<file path="src/logic/adc_cfg_pkg.sv">
package adc_cfg_pkg;

    //////////////////////////////
    // ADC and chip selection
    //////////////////////////////

    localparam int SAMPLE_W  = 12;  // ADC result
    localparam int VMM_IDX_W = 3;   // Chip index 0..7
    localparam int CHAN_W    = 5;   // ADC channel field
    localparam int NUM_VMM   = 8;
    localparam int VMM_ID_W  = 16;  // External id where 1..8 picks one chip

    //////////////////////////////
    // Packet layout
    //////////////////////////////

    localparam int SLOTS_PER_PKT = 5;
    localparam int PKT_W         = 64;

    // Whatever the five slots leave over holds the chip index
    localparam int HDR_W  = PKT_W - SLOTS_PER_PKT * SAMPLE_W;
    localparam int FIFO_W = PKT_W / 2;  // Two FIFO words per packet

    //////////////////////////////
    // Frame and run limits
    //////////////////////////////

    localparam int MAX_PACKETS  = 150;  // Packets per UDP frame
    localparam int PKT_CNT_W    = 9;
    localparam int PKT_LEN_W    = 12;
    localparam int SAMPLE_CNT_W = 11;
    localparam int DELAY_W      = 18;   // Idle gap between conversions

endpackage
</file>
<file path="src/logic/adc_frame_pkg.sv">
package adc_frame_pkg;

    import adc_cfg_pkg::*;

    // Conversion start toward the ADC
    typedef struct packed {
        logic              start;
        logic [CHAN_W-1:0] chan;
    } conv_req_t;

    // Result coming back with a single-cycle done strobe
    typedef struct packed {
        logic                done;
        logic [SAMPLE_W-1:0] data;
    } conv_rsp_t;

    // Result tagged with the chip it belongs to
    typedef struct packed {
        logic                 valid;
        logic [VMM_IDX_W-1:0] vmm;
        logic [SAMPLE_W-1:0]  data;
    } sample_t;

    //////////////////////////////
    // 64-bit packet filled by slot and sent by word
    //////////////////////////////

    typedef union packed {
        struct packed {
            logic [HDR_W-1:0]                       hdr;   // Chip index
            logic [SLOTS_PER_PKT-1:0][SAMPLE_W-1:0] slot;  // Slot k at bit 12k
        } fields;
        struct packed {
            logic [FIFO_W-1:0] upper;  // Written first
            logic [FIFO_W-1:0] lower;
        } words;
    } adc_packet_u;

    // Last without valid marks an empty flush
    typedef struct packed {
        logic        valid;
        logic        last;
        adc_packet_u packet;
    } pkt_t;

endpackage

</file>
<file path="src/logic/adc_capture_top.sv">
`timescale 1ns/10ps

module adc_capture_top
(
    input  logic                                 clk200,
    input  logic                                 rst,
    input  logic                                 data_in_rdy,
    input  logic [adc_cfg_pkg::VMM_ID_W-1:0]     vmm_id,
    input  logic [adc_cfg_pkg::SAMPLE_CNT_W-1:0] sample_size,
    input  logic [adc_cfg_pkg::DELAY_W-1:0]      delay_in,
    input  logic                                 udp_done,
    input  adc_frame_pkg::conv_rsp_t             adc_rsp,
    output adc_frame_pkg::conv_req_t             adc_req,
    output logic [adc_cfg_pkg::FIFO_W-1:0]       fifo_data,
    output logic                                 fifo_wr,
    output logic [adc_cfg_pkg::PKT_LEN_W-1:0]    packet_len,
    output logic                                 end_of_data,
    output logic                                 busy
);

    import adc_cfg_pkg::*;

    logic                   sample_req;
    logic                   sample_done;
    logic                   flush_req;
    logic                   frame_done;
    logic [VMM_IDX_W-1:0]   vmm_sel;
    adc_frame_pkg::sample_t sample;
    adc_frame_pkg::pkt_t    pkt;

    //////////////////////////////
    // Run control and ADC side
    //////////////////////////////

    scan_sequencer i_scan_sequencer
    (
        .clk200      (clk200),
        .rst         (rst),
        .data_in_rdy (data_in_rdy),
        .vmm_id      (vmm_id),
        .sample_size (sample_size),
        .delay_in    (delay_in),
        .udp_done    (udp_done),
        .sample_done (sample_done),
        .frame_done  (frame_done),
        .sample_req  (sample_req),
        .flush_req   (flush_req),
        .vmm_sel     (vmm_sel),
        .busy        (busy)
    );

    conversion_ctrl i_conversion_ctrl
    (
        .clk200      (clk200),
        .rst         (rst),
        .sample_req  (sample_req),
        .vmm_sel     (vmm_sel),
        .adc_rsp     (adc_rsp),
        .adc_req     (adc_req),
        .sample      (sample),
        .sample_done (sample_done)
    );

    //////////////////////////////
    // Packet path to the data FIFO
    //////////////////////////////

    packet_builder i_packet_builder
    (
        .clk200    (clk200),
        .rst       (rst),
        .sample    (sample),
        .flush_req (flush_req),
        .pkt       (pkt)
    );

    frame_writer i_frame_writer
    (
        .clk200      (clk200),
        .rst         (rst),
        .pkt         (pkt),
        .fifo_data   (fifo_data),
        .fifo_wr     (fifo_wr),
        .packet_len  (packet_len),
        .end_of_data (end_of_data),
        .frame_done  (frame_done)
    );

endmodule

</file>
<file path="src/logic/frame_writer.sv">
`timescale 1ns/10ps

module frame_writer
(
    input  logic                              clk200,
    input  logic                              rst,
    input  adc_frame_pkg::pkt_t               pkt,
    output logic [adc_cfg_pkg::FIFO_W-1:0]    fifo_data,
    output logic                              fifo_wr,
    output logic [adc_cfg_pkg::PKT_LEN_W-1:0] packet_len,
    output logic                              end_of_data,
    output logic                              frame_done
);

    import adc_cfg_pkg::*;
    import adc_frame_pkg::*;

    adc_packet_u          word_q;
    logic [2:0]           ph;        // 0 idle, 1..4 cycles after accept
    logic                 has_data;  // Clear for a bare last
    logic                 last_q;
    logic                 eod_q;     // End of data due in cycle 3
    logic [PKT_CNT_W-1:0] pkt_cnt;   // Packets in the current frame
    logic [PKT_CNT_W-1:0] cnt_inc;

    assign cnt_inc = pkt_cnt + 1'b1;

    // Upper word in cycle 1, lower word in cycle 2
    assign fifo_data = (ph == 3'd1) ? word_q.words.upper : word_q.words.lower;

    always_ff @(posedge clk200)
    begin
        if (rst)
        begin
            ph          <= 3'd0;
            fifo_wr     <= 1'b0;
            end_of_data <= 1'b0;
            frame_done  <= 1'b0;
            pkt_cnt     <= '0;
            packet_len  <= '0;
        end
        else
        begin
            case (ph)
                3'd0:
                begin
                    if (pkt.valid || pkt.last)
                    begin
                        ph       <= 3'd1;
                        word_q   <= pkt.packet;
                        has_data <= pkt.valid;
                        last_q   <= pkt.last;
                        eod_q    <= pkt.last ||
                                    (pkt.valid && cnt_inc == PKT_CNT_W'(MAX_PACKETS));
                        fifo_wr  <= pkt.valid;
                        if (pkt.valid)
                        begin
                            pkt_cnt    <= cnt_inc;
                            packet_len <= PKT_LEN_W'(cnt_inc);
                        end
                    end
                end

                3'd1:
                begin
                    fifo_wr <= has_data;
                    ph      <= 3'd2;
                    // Empty flush right behind a full packet closes its frame
                    if (pkt.last)
                    begin
                        last_q <= 1'b1;
                        eod_q  <= 1'b1;
                    end
                end

                3'd2:
                begin
                    fifo_wr     <= 1'b0;
                    end_of_data <= eod_q;
                    frame_done  <= last_q;
                    if (eod_q)
                        pkt_cnt <= '0;  // New frame
                    ph <= 3'd3;
                end

                3'd3: // End of data held a second cycle for the slower clock
                begin
                    frame_done <= 1'b0;
                    ph         <= 3'd4;
                end

                default:
                begin
                    end_of_data <= 1'b0;
                    ph          <= 3'd0;
                end
            endcase
        end
    end

    // Sample spacing keeps packets from overlapping a write
    a_no_overlap: assert property (@(posedge clk200) disable iff (rst)
        pkt.valid |-> (ph == 3'd0));

endmodule

</file>
<file path="src/logic/packet_builder.sv">
`timescale 1ns/10ps

module packet_builder
(
    input  logic                   clk200,
    input  logic                   rst,
    input  adc_frame_pkg::sample_t sample,
    input  logic                   flush_req,
    output adc_frame_pkg::pkt_t    pkt
);

    import adc_cfg_pkg::*;
    import adc_frame_pkg::*;

    adc_packet_u                        pkt_q;     // Packet being filled
    adc_packet_u                        pkt_nxt;
    logic [$clog2(SLOTS_PER_PKT)-1:0]   slot_cnt;  // Next free slot
    logic                               full;

    //////////////////////////////
    // Slot fill
    //////////////////////////////

    always_comb
    begin
        pkt_nxt = pkt_q;
        if (sample.valid)
        begin
            pkt_nxt.fields.hdr            = HDR_W'(sample.vmm);  // Zero-extended chip index
            pkt_nxt.fields.slot[slot_cnt] = sample.data;
        end
    end

    assign full = sample.valid && (slot_cnt == SLOTS_PER_PKT - 1);

    //////////////////////////////
    // Emit and clear
    //////////////////////////////

    always_ff @(posedge clk200)
    begin
        if (rst)
        begin
            pkt_q     <= '0;
            slot_cnt  <= '0;
            pkt.valid <= 1'b0;
            pkt.last  <= 1'b0;
        end
        else
        begin
            // Flush with nothing collected only sends the last marker
            pkt.valid <= full || (flush_req && slot_cnt != '0);
            pkt.last  <= flush_req;

            if (full || flush_req)
            begin
                pkt.packet <= pkt_nxt;
                pkt_q      <= '0;  // Unused slots of a partial packet read zero
                slot_cnt   <= '0;
            end
            else
            begin
                pkt_q <= pkt_nxt;
                if (sample.valid)
                    slot_cnt <= slot_cnt + 1'b1;
            end
        end
    end

endmodule

</file>
<file path="src/logic/conversion_ctrl.sv">
`timescale 1ns/10ps

module conversion_ctrl
(
    input  logic                              clk200,
    input  logic                              rst,
    input  logic                              sample_req,
    input  logic [adc_cfg_pkg::VMM_IDX_W-1:0] vmm_sel,
    input  adc_frame_pkg::conv_rsp_t          adc_rsp,
    output adc_frame_pkg::conv_req_t          adc_req,
    output adc_frame_pkg::sample_t            sample,
    output logic                              sample_done
);

    import adc_cfg_pkg::*;
    import adc_frame_pkg::*;

    logic                 pending;  // Waiting for the ADC result
    logic [VMM_IDX_W-1:0] vmm_q;    // Chip of the conversion in flight
    sample_t              smp_q;

    always_ff @(posedge clk200)
    begin
        if (rst)
        begin
            pending       <= 1'b0;
            adc_req.start <= 1'b0;
            smp_q.valid   <= 1'b0;
        end
        else
        begin
            // Never a second start while one is outstanding
            adc_req.start <= sample_req && !pending;
            smp_q.valid   <= adc_rsp.done;

            if (sample_req)
            begin
                pending      <= 1'b1;
                adc_req.chan <= {{(CHAN_W - VMM_IDX_W){1'b0}}, vmm_sel};  // PDO channel
                vmm_q        <= vmm_sel;
            end
            else if (adc_rsp.done)
                pending <= 1'b0;

            if (adc_rsp.done)
            begin
                smp_q.vmm  <= vmm_q;
                smp_q.data <= adc_rsp.data;
            end
        end
    end

    assign sample      = smp_q;
    assign sample_done = smp_q.valid;  // Same cycle as the tagged result

    // ADC answers only a start it was given
    a_done_has_start: assert property (@(posedge clk200) disable iff (rst)
        adc_rsp.done |-> pending);

endmodule

</file>
<file path="src/logic/scan_sequencer.sv">
`timescale 1ns/10ps

module scan_sequencer
(
    input  logic                                 clk200,
    input  logic                                 rst,
    input  logic                                 data_in_rdy,
    input  logic [adc_cfg_pkg::VMM_ID_W-1:0]     vmm_id,
    input  logic [adc_cfg_pkg::SAMPLE_CNT_W-1:0] sample_size,
    input  logic [adc_cfg_pkg::DELAY_W-1:0]      delay_in,
    input  logic                                 udp_done,
    input  logic                                 sample_done,
    input  logic                                 frame_done,
    output logic                                 sample_req,
    output logic                                 flush_req,
    output logic [adc_cfg_pkg::VMM_IDX_W-1:0]    vmm_sel,
    output logic                                 busy
);

    import adc_cfg_pkg::*;

    enum logic [2:0] {S_IDLE, S_ARM, S_CONV, S_GAP, S_FLUSH, S_RELEASE} state;

    logic                    req_all;   // Id outside 1..8
    logic                    scan_all;
    logic [SAMPLE_CNT_W-1:0] size_q;
    logic [DELAY_W-1:0]      delay_q;
    logic [SAMPLE_CNT_W-1:0] smp_cnt;   // Requests issued for this chip
    logic [DELAY_W-1:0]      gap_cnt;

    assign req_all = (vmm_id == '0) || (vmm_id > VMM_ID_W'(NUM_VMM));

    //////////////////////////////
    // Run state machine
    //////////////////////////////

    always_ff @(posedge clk200)
    begin
        if (rst)
        begin
            state      <= S_IDLE;
            busy       <= 1'b0;
            sample_req <= 1'b0;
            flush_req  <= 1'b0;
            smp_cnt    <= '0;
            gap_cnt    <= '0;
        end
        else
        begin
            sample_req <= 1'b0;
            flush_req  <= 1'b0;
            case (state)
                S_IDLE:
                begin
                    if (data_in_rdy)
                    begin
                        busy  <= 1'b1;
                        state <= S_ARM;
                    end
                end

                S_ARM: // First conversion of a chip
                begin
                    sample_req <= 1'b1;
                    smp_cnt    <= smp_cnt + 1'b1;
                    state      <= S_CONV;
                end

                S_CONV:
                begin
                    if (sample_done)
                    begin
                        if (smp_cnt >= size_q)
                        begin
                            flush_req <= 1'b1;  // Push out the partial packet
                            state     <= S_FLUSH;
                        end
                        else
                        begin
                            gap_cnt <= '0;
                            state   <= S_GAP;
                        end
                    end
                end

                // Idle for delay_in+1 cycles before the next request
                S_GAP:
                begin
                    if (gap_cnt == delay_q)
                    begin
                        sample_req <= 1'b1;
                        smp_cnt    <= smp_cnt + 1'b1;
                        state      <= S_CONV;
                    end
                    else
                        gap_cnt <= gap_cnt + 1'b1;
                end

                S_FLUSH:
                begin
                    if (frame_done)
                    begin
                        smp_cnt <= '0;
                        if (scan_all && vmm_sel != VMM_IDX_W'(NUM_VMM - 1))
                            state <= S_ARM;
                        else
                            state <= S_RELEASE;
                    end
                end

                S_RELEASE: // Old command gone and frame sent
                begin
                    if (!data_in_rdy && udp_done)
                    begin
                        busy  <= 1'b0;
                        state <= S_IDLE;
                    end
                end

                default: state <= S_IDLE;
            endcase
        end
    end

    // Request latch and chip stepping
    always_ff @(posedge clk200)
    begin
        if (state == S_IDLE && data_in_rdy)
        begin
            scan_all <= req_all;
            size_q   <= sample_size;
            delay_q  <= delay_in;
            vmm_sel  <= req_all ? '0 : vmm_id[VMM_IDX_W-1:0] - 1'b1;  // Ids count from 1
        end
        else if (state == S_FLUSH && frame_done && scan_all)
            vmm_sel <= vmm_sel + 1'b1;
    end

    // A finished sample must answer the request in flight
    a_done_in_conv: assert property (@(posedge clk200) disable iff (rst)
        sample_done |-> (state == S_CONV && !sample_req));

endmodule

</file>
<file path="config.mk">
export PLATFORM = sky130hd
export DESIGN_NAME = adc_capture_top
export DESIGN_NICKNAME = d
export VERILOG_FILES = /design/src/logic/adc_cfg_pkg.sv /design/src/logic/adc_frame_pkg.sv /design/src/logic/adc_capture_top.sv /design/src/logic/frame_writer.sv /design/src/logic/packet_builder.sv /design/src/logic/conversion_ctrl.sv /design/src/logic/scan_sequencer.sv
export SDC_FILE = /design/constraint.sdc
export NUM_CORES = 1
export LEC_CHECK = 0
export CELL_PAD_IN_SITES_DETAIL_PLACEMENT = 1
export CELL_PAD_IN_SITES_GLOBAL_PLACEMENT = 2
export CORE_ASPECT_RATIO = 0.6
export CORE_MARGIN = 4
export CORE_UTILIZATION = 30
export CTS_CLUSTER_SIZE = 14
export DETAILED_ROUTE_END_ITERATION = 12
export DONT_BUFFER_PORTS = 1
export PLACE_DENSITY = 0.55
export SETUP_SLACK_MARGIN = 0.05
export SLEW_MARGIN = 20
export SYNTH_ARGS = -nofsm -noshare
export SYNTH_HDL_FRONTEND = slang
export SYNTH_SLANG_ARGS = --single-unit
</file>
<file path="constraint.sdc">
create_clock -name clk200 -period 14.2 [get_ports clk200]
set_clock_uncertainty 0.15 [all_clocks]
set_input_delay 4.26 -clock clk200 [delete_from_list [all_inputs] [get_ports clk200]]
set_output_delay 4.26 -clock clk200 [all_outputs]
set_load 0.02 [all_outputs]
</file>
==> After elaboration in Yosys (flattened, before gate mapping) <==
Index checks and enable logic that the tools add are counted.
{ "op_classes": {"n_addsub": 6, "n_lt_le_gt_ge": 4, "n_eq_ne": 23, "mux": 46, "n_bitwise": 3, "n_reduce_logical": 45} }
{ "op_table": {"columns": ["operator", "n"], "rows": [
  ["2-to-1 mux 64 bit", 1],
  ["bitwise mux 60 bit", 1],
  ["2-to-1 mux 18 bit", 3],
  ["demux 12 bit (select 3 bit)", 1],
  ["case mux 18 bit (2 select lines)", 1],
  ["2-to-1 mux 3 bit", 11],
  ["case mux 11 bit (3 select lines)", 1],
  ["2-to-1 mux 32 bit", 1],
  ["2-to-1 mux 9 bit", 3],
  ["2-to-1 mux 11 bit", 2],
  ["adder 18 x 1 -> 18 bit, second input constant", 1],
  ["equality test 18 bit", 1],
  ["case mux 3 bit (6 select lines)", 1],
  ["case mux 9 bit (2 select lines)", 1],
  ["greater-than comparator 16 x 4 -> 1 bit, second input constant", 1],
  ["zero test 16 bit", 1],
  ["nonzero test 2 bit", 7],
  ["equality test 3 x 2 -> 1 bit, second input constant", 4],
  ["2-to-1 mux 12 bit", 1],
  ["inequality test 2 x 1 -> 1 bit, second input constant", 6],
  ["case mux 1 bit (2 select lines)", 6],
  ["case mux 3 bit (4 select lines)", 1],
  ["AND reduction 3 bit", 4],
  ["AND reduction 4 bit", 3],
  ["other kinds (24)", 64]
]} }
{ "totals": {"regBits": 313} }

==> Depth between registers and ports, before layout <==
Gate-level depths: netlist (run 1).
{ "depth": {"depth_word": 6, "depth_mapped": 8} }

==> Modules after synthesis <==
Synthesis (run 1) repeated with hierarchy kept, for this count alone.
{ "unflattened": {"cells_unflattened": 919, "area_unflattened_um2": 12458.2} }
{ "modules_own_cells": {"columns": ["mod", "instances", "cells_per_inst", "area_each_um2"], "rows": [
  ["packet_builder", 1, 296, 4845.9],
  ["frame_writer", 1, 247, 3554.7],
  ["scan_sequencer", 1, 344, 3388.2],
  ["conversion_ctrl", 1, 32, 669.4]
]} }

==> Worst setup path after synthesis (run 1) <==
Ideal clock, no wire load.
{ "synth_path": {"path_kind": "input-to-reg", "start": "input port rst", "end": "register i_frame_writer.has_data, enable pin", "arrival_ns": 10.665, "required_time_ns": 13.401, "slack_ns": 2.736, "path_stages": 3, "path_cell_list": "inv_1 > nand2_1 > nor4_1"} }
{ "synth_between": {"elab_chain_cells": 2} }
{ "synth_rtl": {"columns": ["element", "line_no", "rtl"], "rows": [
  ["from (decl)", "adc_capture_top.sv:6", "input logic rst,"],
  ["inverter 1 bit (no line)", null, null],
  ["AND reduction 3 bit (no line)", null, null],
  ["to (signal assigned)", "frame_writer.sv:51", "has_data <= pkt.valid;"],
  ["to (decl)", "frame_writer.sv:20", "logic has_data;"]
]} }
No other way between the ends.
A chain may end at the register's enable or synchronous reset.

==> Final worst setup path (run 1) <==
{ "layout_path": {"start": "register i_frame_writer.ph[1]", "end": "output port fifo_data[25] (netlist name)"} }
{ "layout_between": {"elab_chain_cells": 2} }
{ "layout_rtl": {"columns": ["element", "line_no", "rtl"], "rows": [
  ["from (decl)", "frame_writer.sv:19", "logic [2:0] ph;"],
  ["from (signal assigned)", "frame_writer.sv:35", "ph <= 3'd0;"],
  ["from (signal assigned)", "frame_writer.sv:49", "ph <= 3'd1;"],
  ["from (signal assigned)", "frame_writer.sv:67", "ph <= 3'd2;"],
  ["equality test 3 x 1 -> 1 bit", "frame_writer.sv:29", "assign fifo_data = (ph == 3'd1) ? word_q.words.upper : word_q.words.lower;"],
  ["2-to-1 mux 32 bit", "frame_writer.sv:29", null],
  ["to (decl)", "adc_capture_top.sv:14", "output logic [adc_cfg_pkg::FIFO_W-1:0] fifo_data,"]
]} }
No other way between the ends.

==> results.md, run 1 <==
Floorplan
• **die height** 164 um
• **effective utilization at floorplan** 30.8%
• **total I/O pin count** 115
• **width of the die** 268 um
• **total number of placement rows** 56
• **die area** 0.0441 sq mm
• **area of the core** 0.0396 sq mm

Critical path
• **cell with the largest stage delay on the worst path** mux2_2
• **critical path cell sequence** inv_1 > nand2_1 > nor2_4 > buf_4 > mux2_2
• **crit path launch type** flop
• **critical path peak fanout** 28
• **critical path data required time** 9.79 ns
• **Worst R2R Setup Slack** 11.19 ns
• **Arrival @ worst endpoint** 2.37 ns
• **worst r2r src** i_scan_sequencer.smp_cnt[0]
• **worst path buffer plus inverter count** 2
• **worst setup path startpoint** i_frame_writer.ph[1]
• **kind of critical path** reg -> out
• **dominant delay contributor by cell family on the critical path** buffers and inverters
• **Max stage delay on crit path** 0.45 ns
• **element type at the critical path end** output port

Clock network
• **number of buffers on the longest clock path** 3
• **post-CTS repair timing setup buffer count** 0
• **post_cts resized** 0
• **CTS clk-pin slew, worst paths** 0.06 ns
• **quantity of hold-fixing buffers added after cts** 0
• **CTS Buf Count** 35
• **clock insertion delay at the later pin of the skew report** 0.51 ns
• **CTS tree** built
• **H-Tree Depth** 2
• **Clock Tree Root** clkbuf_16
• **clk sinks** 313

STA
• **worst hold-check slack** 0.264 ns
• **setup repair after global routing missed its margin** no
• **number of pins with negative max-slew slack in the final report** 0
• **Worst Max-Slew Pin Slew** 0.993 ns
• **Final Hold Vio Count** 0
• **post-layout min period** 6.78 ns
• **worst relative slew slack** 33.7%
• **final setup violation count** 0
• **Max Freq** 147 MHz
• **ratio of final minimum period to clock period** 47.8%
• **sum of negative setup slack** 0 ns

Synth
• **post-synth design cell area** 0.0122 sq mm
• **count of distinct cell types in the synthesized netlist** 53
• **top cells by count, synth** edfxtp_1 (182), dfxtp_1 (131), mux2_2 (96)
• **Yosys top cell area share** 44.8%
• **Adder-Cell Fraction of Synth Area** 2.05%
• **predominant post-synthesis flop cell** edfxtp_1
• **async set-reset flop share out of synthesis** 0%
• **mean post-synth cell area** 13.4 sq um
• **Synth Area in Compound Gates** 5.23%
• **mux contribution to synthesized area** 9.76%
• **flops & latches, synth** 313
• **dominant combinational cell family by area after synthesis** simple AND/OR/NAND/NOR gates
• **count of synthesis-stage warnings from yosys** 0
• **post-synthesis sequential area ratio** 66.3%
• **simple-gate area share of the yosys netlist** 12.1%
• **number of cells produced by synthesis** 914
• **XOR/XNOR Fraction of Synth Area** 2.15%
• **most area-hungry cell type in the Yosys netlist** edfxtp_1
• **count leader, synth** edfxtp_1
• **top cells by area in the synthesized netlist** edfxtp_1 (45%), dfxtp_1 (21%), mux2_2 (8.9%)
• **number of enable-type register cells in the synthesized netlist** 182

Global route
• **pin count of the biggest net entering global routing** 66
• **global-route wire length before repair** 44,700 um
• **GR Overflow Total** 0
• **Total Routing Usage GR** 13.4%
• **number of global-route vias before repair** 6,920
• **initial antenna violation count** 3

Place
• **cell count after placement** 1,407
• **final HPWL from detailed placement** 19,900 um
• **weighted congestion at the end of routability-driven global placement** 0.732
• **port buffer count** 0
• **Post-Place Cell Area** 0.0128 sq mm

Route
• **number of iterations in the first detailed-routing pass** 4
• **uppermost layer routed** met4
• **drt initial violations** 334
• **Total Routed Length** 29,300 um
• **wire length on met3** 1730 um
• **count of nets left with antenna violations after detail routing** 0
• **met2 wire length** 11,400 um
• **total number of vias** 6,940
• **drt drc** 0
• **WL per Instance** 20.0 um
• **drt via density** 4.72
• **Post-Route M1 WL** 15,600 um

Pwr
• **switching power as a share of total power** 22.8%
• **leak pwr** 4.92 nW
• **Seq pwr share** 50.5%
• **combinational share of power** 5.6%
• **PwrDens** 146 mW/mm^2
• **part of the total power dissipated in the clock network** 43.9%
• **worst-case vdd ir drop** 0.0656 mV
• **Net Sw Power** 0.462 mW
• **Internal Power** 1.57 mW

Cells and area
• **final cell count without fillers** 1,469
• **share of cells above drive strength 1** 17.6%
• **total number of nets in the final design** 1,004
• **P&R area growth vs syn** 13.9%
• **post-route design area** 0.0139 sq mm
• **Inserted Diodes** 0

Worst hold path
• **type of the worst min-delay path** reg -> reg
• **hold path startpoint** i_conversion_ctrl.pending

Job
• **reported max-cap violation count** 0

Outcome
• **result of the run** finished, final reports clean

## metrics by stage
stage,util [%],power [mW],setup slack [ns]
finish,35.1,2.03,7.42
global route,35.1,2.13,7.18
CTS,35.1,2.07,7.34
detailed placement,32.3,1.16,7.72
global placement,32.3,1.16,7.73
floorplan,-,1.12,2.74
## area by class of cell
type                            instances  area [sq um]
Multi-Input combinational cell        538          3880
Inverter                               26          97.6
Timing Repair Buffer                    8          60.1
Clock buffer                           54          1060
Sequential cell                       313          8090
Fill cell                            4107         25700
Clock inverter                          8          62.6
Tap cell                              522           653
## worst register-to-register path, stage by stage, from the launching register on
cell and delay, ns:
dfxtp_1 0.43, inv_1 0.07, ha_1 0.27, nor2b_1 0.04, o21ai_0 0.25, a41oi_1 0.28, o21ai_1 0.71, nand3_2 0.44
a31oi_1 0.28
## metal layers
metal,up-vias,GRT usage (%)
met4,0,3.23
met2,125,17.8
li1,3317,-
met3,41,3.26
met1,3457,21.5
met5,-,0
## state kept, by name (all words and copies together), names as in the netlist, 3 cells and up
name                       count
i_conversion_ctrl.adc_req      4
i_conversion_ctrl.sample      15
i_frame_writer.packet_len      9
i_frame_writer.ph              3
i_frame_writer.pkt_cnt         9
i_frame_writer.word_q         64
i_packet_builder.pkt          66
i_packet_builder.pkt_q        64
i_packet_builder.slot_cnt      3
i_scan_sequencer.delay_q      18
i_scan_sequencer.gap_cnt      18
i_scan_sequencer.size_q       11
i_scan_sequencer.smp_cnt      11
i_scan_sequencer.state         3
i_scan_sequencer.vmm_sel       3
## cell usage in the layout (no fill, tap or decap), types with 3 or more instances in the layout
cell type  count
o31ai_1        3
dfxtp_1      131
a211oi_1       8
a21oi_1       41
nor3_1         5
clkbuf_16     37
nor4_1         7
and4_1         4
nand2_1       51
edfxtp_1     182
mux2_2        96
inv_1         26
buf_4          8
ha_1          20
mux2i_1       11
conb_1         5
clkinv_1       3
nor2_1        34
nor4_2         3
or4_1          3
nor2b_1       73
nand4_1        9
nand3_1       35
o21ai_0       15
o21a_1         3
xnor2_1        9
nand3b_1       6
clkbuf_1      10
a21o_1         4
and3_1        14
a41oi_1        4
clkbuf_8       7
nand2b_1      14
clkinv_2       3
a31oi_1       12
xor2_1        21
## worst paths after layout
check	to	cells past startpoint
worst max-delay path	fifo_data[25]	5
worst min-delay path	i_conversion_ctrl.adc_req[5]	1
worst max register to register	i_scan_sequencer.gap_cnt[16]	8
worst min register to register	i_conversion_ctrl.adc_req[5]	1
## power groups by stage
stage	Clock (mW)	Combinational, mW	Sequential [mW]
floorplan	0	0.0861	1.03
global placement	0	0.114	1.04
detailed placement	0	0.115	1.04
CTS	0.928	0.116	1.02
global route	0.972	0.129	1.03
finish	0.890	0.114	1.02
## logic make-up after synthesis
logic type               Yosys count
AO/OA/AOI/OAI                    103
XOR/XNOR                          30
adder cells (fa/ha/maj)           20
buffers and inverters             67
flip-flops                       313
multiplexers                     107
other                              1
AND/OR/NAND/NOR                  273
No activity file was read; power rests on OpenSTA's default activity.
==> run 2: changes to the inputs <==
ABC_AREA = 1   (was unset)
PLACE_DENSITY = 0.6   (was 0.55)
clock period = 6.8 ns   (was 14.2 ns; I/O delays follow)
==> run 2 against run 1 <==
Sequential share of layout area down 2.4 points; critical path type unchanged; critical path depth up 3; register-to-register slack worse by 7.7 ns; combinational power rose to 4.7 times the previous value.
==> results.md, run 2 <==
Synth
• **count of synthesis-stage warnings from yosys** 0, unchanged
• **predominant post-synthesis flop cell** edfxtp_1, unchanged
• **post-synthesis sequential area ratio** 63.3%, was 66.3%
• **count leader, synth** nand2_1, was edfxtp_1
• **count of distinct cell types in the synthesized netlist** 42, was 53
• **mean post-synth cell area** 9.38 sq um, was 13.4 sq um
• **post-synth design cell area** 0.0128 sq mm, was 0.0122 sq mm
• **Yosys top cell area share** 42.7%, was 44.8%
• **async set-reset flop share out of synthesis** 0%, unchanged
• **most area-hungry cell type in the Yosys netlist** edfxtp_1, unchanged
• **number of enable-type register cells in the synthesized netlist** 182, unchanged
• **top cells by area in the synthesized netlist** edfxtp_1 (43%), dfxtp_1 (21%), nand2_1 (9.8%), was edfxtp_1 (45%), dfxtp_1 (21%), mux2_2 (8.9%)
• **number of cells produced by synthesis** 1,363, was 914
• **top cells by count, synth** nand2_1 (335), inv_1 (209), edfxtp_1 (182), was edfxtp_1 (182), dfxtp_1 (131), mux2_2 (96)
• **flops & latches, synth** 313, unchanged

Floorplan
• **area of the core** 0.0420 sq mm, was 0.0396 sq mm
• **total I/O pin count** 115, unchanged
• **width of the die** 275 um, was 268 um
• **total number of placement rows** 58, was 56
• **die height** 168 um, was 164 um
• **die area** 0.0461 sq mm, was 0.0441 sq mm
• **effective utilization at floorplan** 30.4%, was 30.8%

STA
• **ratio of final minimum period to clock period** 68.4%
• **Max Freq** 215 MHz
• **final setup violation count** 0, unchanged
• **Final Hold Vio Count** 0, unchanged
• **Worst Max-Slew Pin Slew** 1.02 ns, was 0.993 ns
• **setup repair after global routing missed its margin** no, unchanged
• **number of pins with negative max-slew slack in the final report** 0, unchanged
• **worst relative slew slack** 32.0%, was 33.7%
• **sum of negative setup slack** 0 ns, unchanged
• **post-layout min period** 4.65 ns

Critical path
• **worst setup path startpoint** i_frame_writer.ph[1], unchanged
• **critical register-to-register path endpoint** i_scan_sequencer.gap_cnt[15], was i_scan_sequencer.gap_cnt[16]
• **Max stage delay on crit path** 0.42 ns, was 0.45 ns
• **critical path cell sequence** nor2_2 > inv_1 > nor2_4 > buf_4 > clkinv_1 > buf_4 > nand2_1 > nand2_1, was inv_1 > nand2_1 > nor2_4 > buf_4 > mux2_2
• **element type at the critical path end** output port, unchanged
• **Arrival @ worst endpoint** 2.46 ns, was 2.37 ns
• **critical path peak fanout** 35, was 28
• **crit path launch type** flop, unchanged
• **worst reg2reg path depth** 10, was 8
• **kind of critical path** reg -> out, unchanged
• **timing endpoint of the critical path** fifo_data[8], was fifo_data[25]
• **cell with the largest stage delay on the worst path** buf_4, was mux2_2
• **critical path data required time** 4.61 ns, was 9.79 ns
• **Worst R2R Setup Slack** 3.51 ns, was 11.19 ns
• **worst r2r src** i_scan_sequencer.smp_cnt[6], was i_scan_sequencer.smp_cnt[0]

Cells and area
• **most common cell after layout, fill and taps aside** nand2_1, was edfxtp_1
• **share of cells above drive strength 1** 6.11%, was 17.6%
• **flip-flop count of the largest register after layout** 66, unchanged
• **most frequent cells in the layout** nand2_1 (335), inv_1 (209), edfxtp_1 (182), nor2_1 (163), dfxtp_1 (131), was edfxtp_1 (182), dfxtp_1 (131), mux2_2 (96), nor2b_1 (73), nand2_1 (51)
• **total number of nets in the final design** 1,446, was 1,004
• **Most flops, register** i_packet_builder.pkt, unchanged
• **P&R area growth vs syn** 13.4%, was 13.9%
• **leading registers by flop count** i_packet_builder.pkt (66), i_frame_writer.word_q (64), i_packet_builder.pkt_q (64), unchanged
• **post-route design area** 0.0145 sq mm, was 0.0139 sq mm

Route
• **total number of vias** 8,709, was 6,940
• **count of nets left with antenna violations after detail routing** 0, unchanged
• **Total Routed Length** 33,700 um, was 29,300 um
• **WL per Instance** 17.2 um, was 20.0 um
• **wire length on met3** 1380 um, was 1730 um
• **number of iterations in the first detailed-routing pass** 4, unchanged
• **uppermost layer routed** met5, was met4
• **drt drc** 0, unchanged
• **drt via density** 4.44, was 4.72
• **Post-Route M1 WL** 18,500 um, was 15,600 um
• **met2 wire length** 13,300 um, was 11,400 um
• **drt initial violations** 466, was 334

Clock network
• **CTS clk-pin slew, worst paths** 0.06 ns, about the same
• **clock insertion delay at the later pin of the skew report** 0.52 ns, was 0.51 ns
• **H-Tree Depth** 2, unchanged
• **number of buffers on the longest clock path** 3, unchanged
• **CTS Buf Count** 35, unchanged
• **post_cts resized** 0, unchanged
• **clk sinks** 313, unchanged
• **Clock Tree Root** clkbuf_16, unchanged
• **post-CTS repair timing setup buffer count** 0, unchanged
• **quantity of hold-fixing buffers added after cts** 0, unchanged
• **CTS tree** built, unchanged

Place
• **port buffer count** 0, unchanged
• **weighted congestion at the end of routability-driven global placement** 0.747, was 0.732
• **final HPWL from detailed placement** 23,000 um, was 19,900 um
• **Post-Place Cell Area** 0.0134 sq mm, was 0.0128 sq mm

Global route
• **Total Routing Usage GR** 14.9%, was 13.4%
• **global-route wire length before repair** 53,300 um, was 44,700 um
• **number of global-route vias before repair** 8,981, was 6,920
• **initial antenna violation count** 3, unchanged
• **GR Overflow Total** 0, unchanged
• **pin count of the biggest net entering global routing** 66, unchanged

Pwr
• **worst-case vdd ir drop** 0.188 mV, was 0.0656 mV
• **PwrDens** 316 mW/mm^2, was 146 mW/mm^2
• **leak pwr** 6.18 nW, was 4.92 nW

Worst hold path
• **type of the worst min-delay path** reg -> reg, unchanged

Job
• **reported max-cap violation count** 0, unchanged

Outcome
• **result of the run** finished, final reports clean, unchanged

run 2: changes by cell type after synthesis, moves of 9 or more:
| cell | previous run | this run |
|---|---|---|
| nand2b_1 | 14 | 0 |
| mux2i_1 | 11 | 0 |
| a21oi_1 | 41 | 51 |
| nand4_1 | 9 | 21 |
| inv_1 | 26 | 209 |
| mux2_2 | 96 | 0 |
| nand2_1 | 52 | 335 |
| and3_1 | 14 | 0 |
| o21ai_0 | 15 | 76 |
| nor3_1 | 6 | 15 |
| nor2_1 | 37 | 164 |
| a31oi_1 | 12 | 1 |
| nor2b_1 | 73 | 0 |
run 2: worst min-delay path by stage:
stage,endpoint,depth (start not counted),start
final,i_frame_writer.word_q[48],0,i_packet_builder.pkt[48]
after global routing,i_frame_writer.word_q[48],0,i_packet_builder.pkt[48]
after CTS,i_frame_writer.word_q[48],0,i_packet_builder.pkt[48]
after detailed placement,i_frame_writer.word_q[55],0,i_packet_builder.pkt[55]
after global placement,i_frame_writer.word_q[42],0,i_packet_builder.pkt[42]
after floorplan,i_conversion_ctrl.adc_req[5],1,i_conversion_ctrl.pending
run 2: cell type report:
| type | instances | area [sq um] |
|---|---|---|
| diodes | 1 | 2.50 |
| clock buffers | 53 | 1000 |
| clock inverters | 11 | 100 |
| fillers | 4767 | 27500 |
| inverters | 217 | 816 |
| multi-input cells | 790 | 3720 |
| flip-flops and latches | 313 | 8090 |
| well taps | 570 | 713 |
| repair buffers | 7 | 52.6 |
run 2: through the flow:
step	util (%)	total power [mW]	setup WS, ns	instances	hold WS (ns)
2_1_floorplan	-	2.61	0.738	1367	0.250
3_3_place_gp	31.9	2.77	2.78	1897	0.251
3_5_place_dp	31.9	2.79	2.64	1897	0.256
4_1_cts	34.5	4.68	2.06	1961	0.261
5_1_grt	34.5	4.85	1.89	1961	0.260
6_report	34.5	4.59	2.15	1962	0.259
run 2: worst max-delay path: cells and delay by family (launching register included):
family / cells / cell delay [ns]
buffers and inverters: 4 / 1.08
DFF: 1 / 0.34
and+or+nand+nor: 4 / 0.51
run 2: per-layer routing:
layer / GRT usage, % / up-vias
met4: 2.97 / 2
met3: 3.12 / 47
li1: - / 4344
met1: 23.5 / 4189
met2: 20.9 / 127
met5: 0 / -
run 2: kinds of logic (layout without fill, tap and decap cells):
| family | count (synthesis) | after routing | share of synthesized area (%) |
|---|---|---|---|
| other | 1 | 6 | 0.0293 |
| DFF | 313 | 313 | 63.3 |
| xor gates and xnor gates | 24 | 24 | 1.64 |
| and+or+nand+nor | 596 | 596 | 19.1 |
| buffers and inverters | 264 | 288 | 8.09 |
| AOI/OAI and AO/OA | 145 | 145 | 5.91 |
| adders and majority gates | 20 | 20 | 1.96 |
run 2: power breakdown:
group          leakage [nW]  total [mW]  internal, mW  switching [mW]
Clock                 0.544        1.85          1.07           0.780
Sequential             2.75        2.20          2.12          0.0872
Combinational          2.88       0.535         0.135           0.399
Total                  6.18        4.59          3.32            1.27
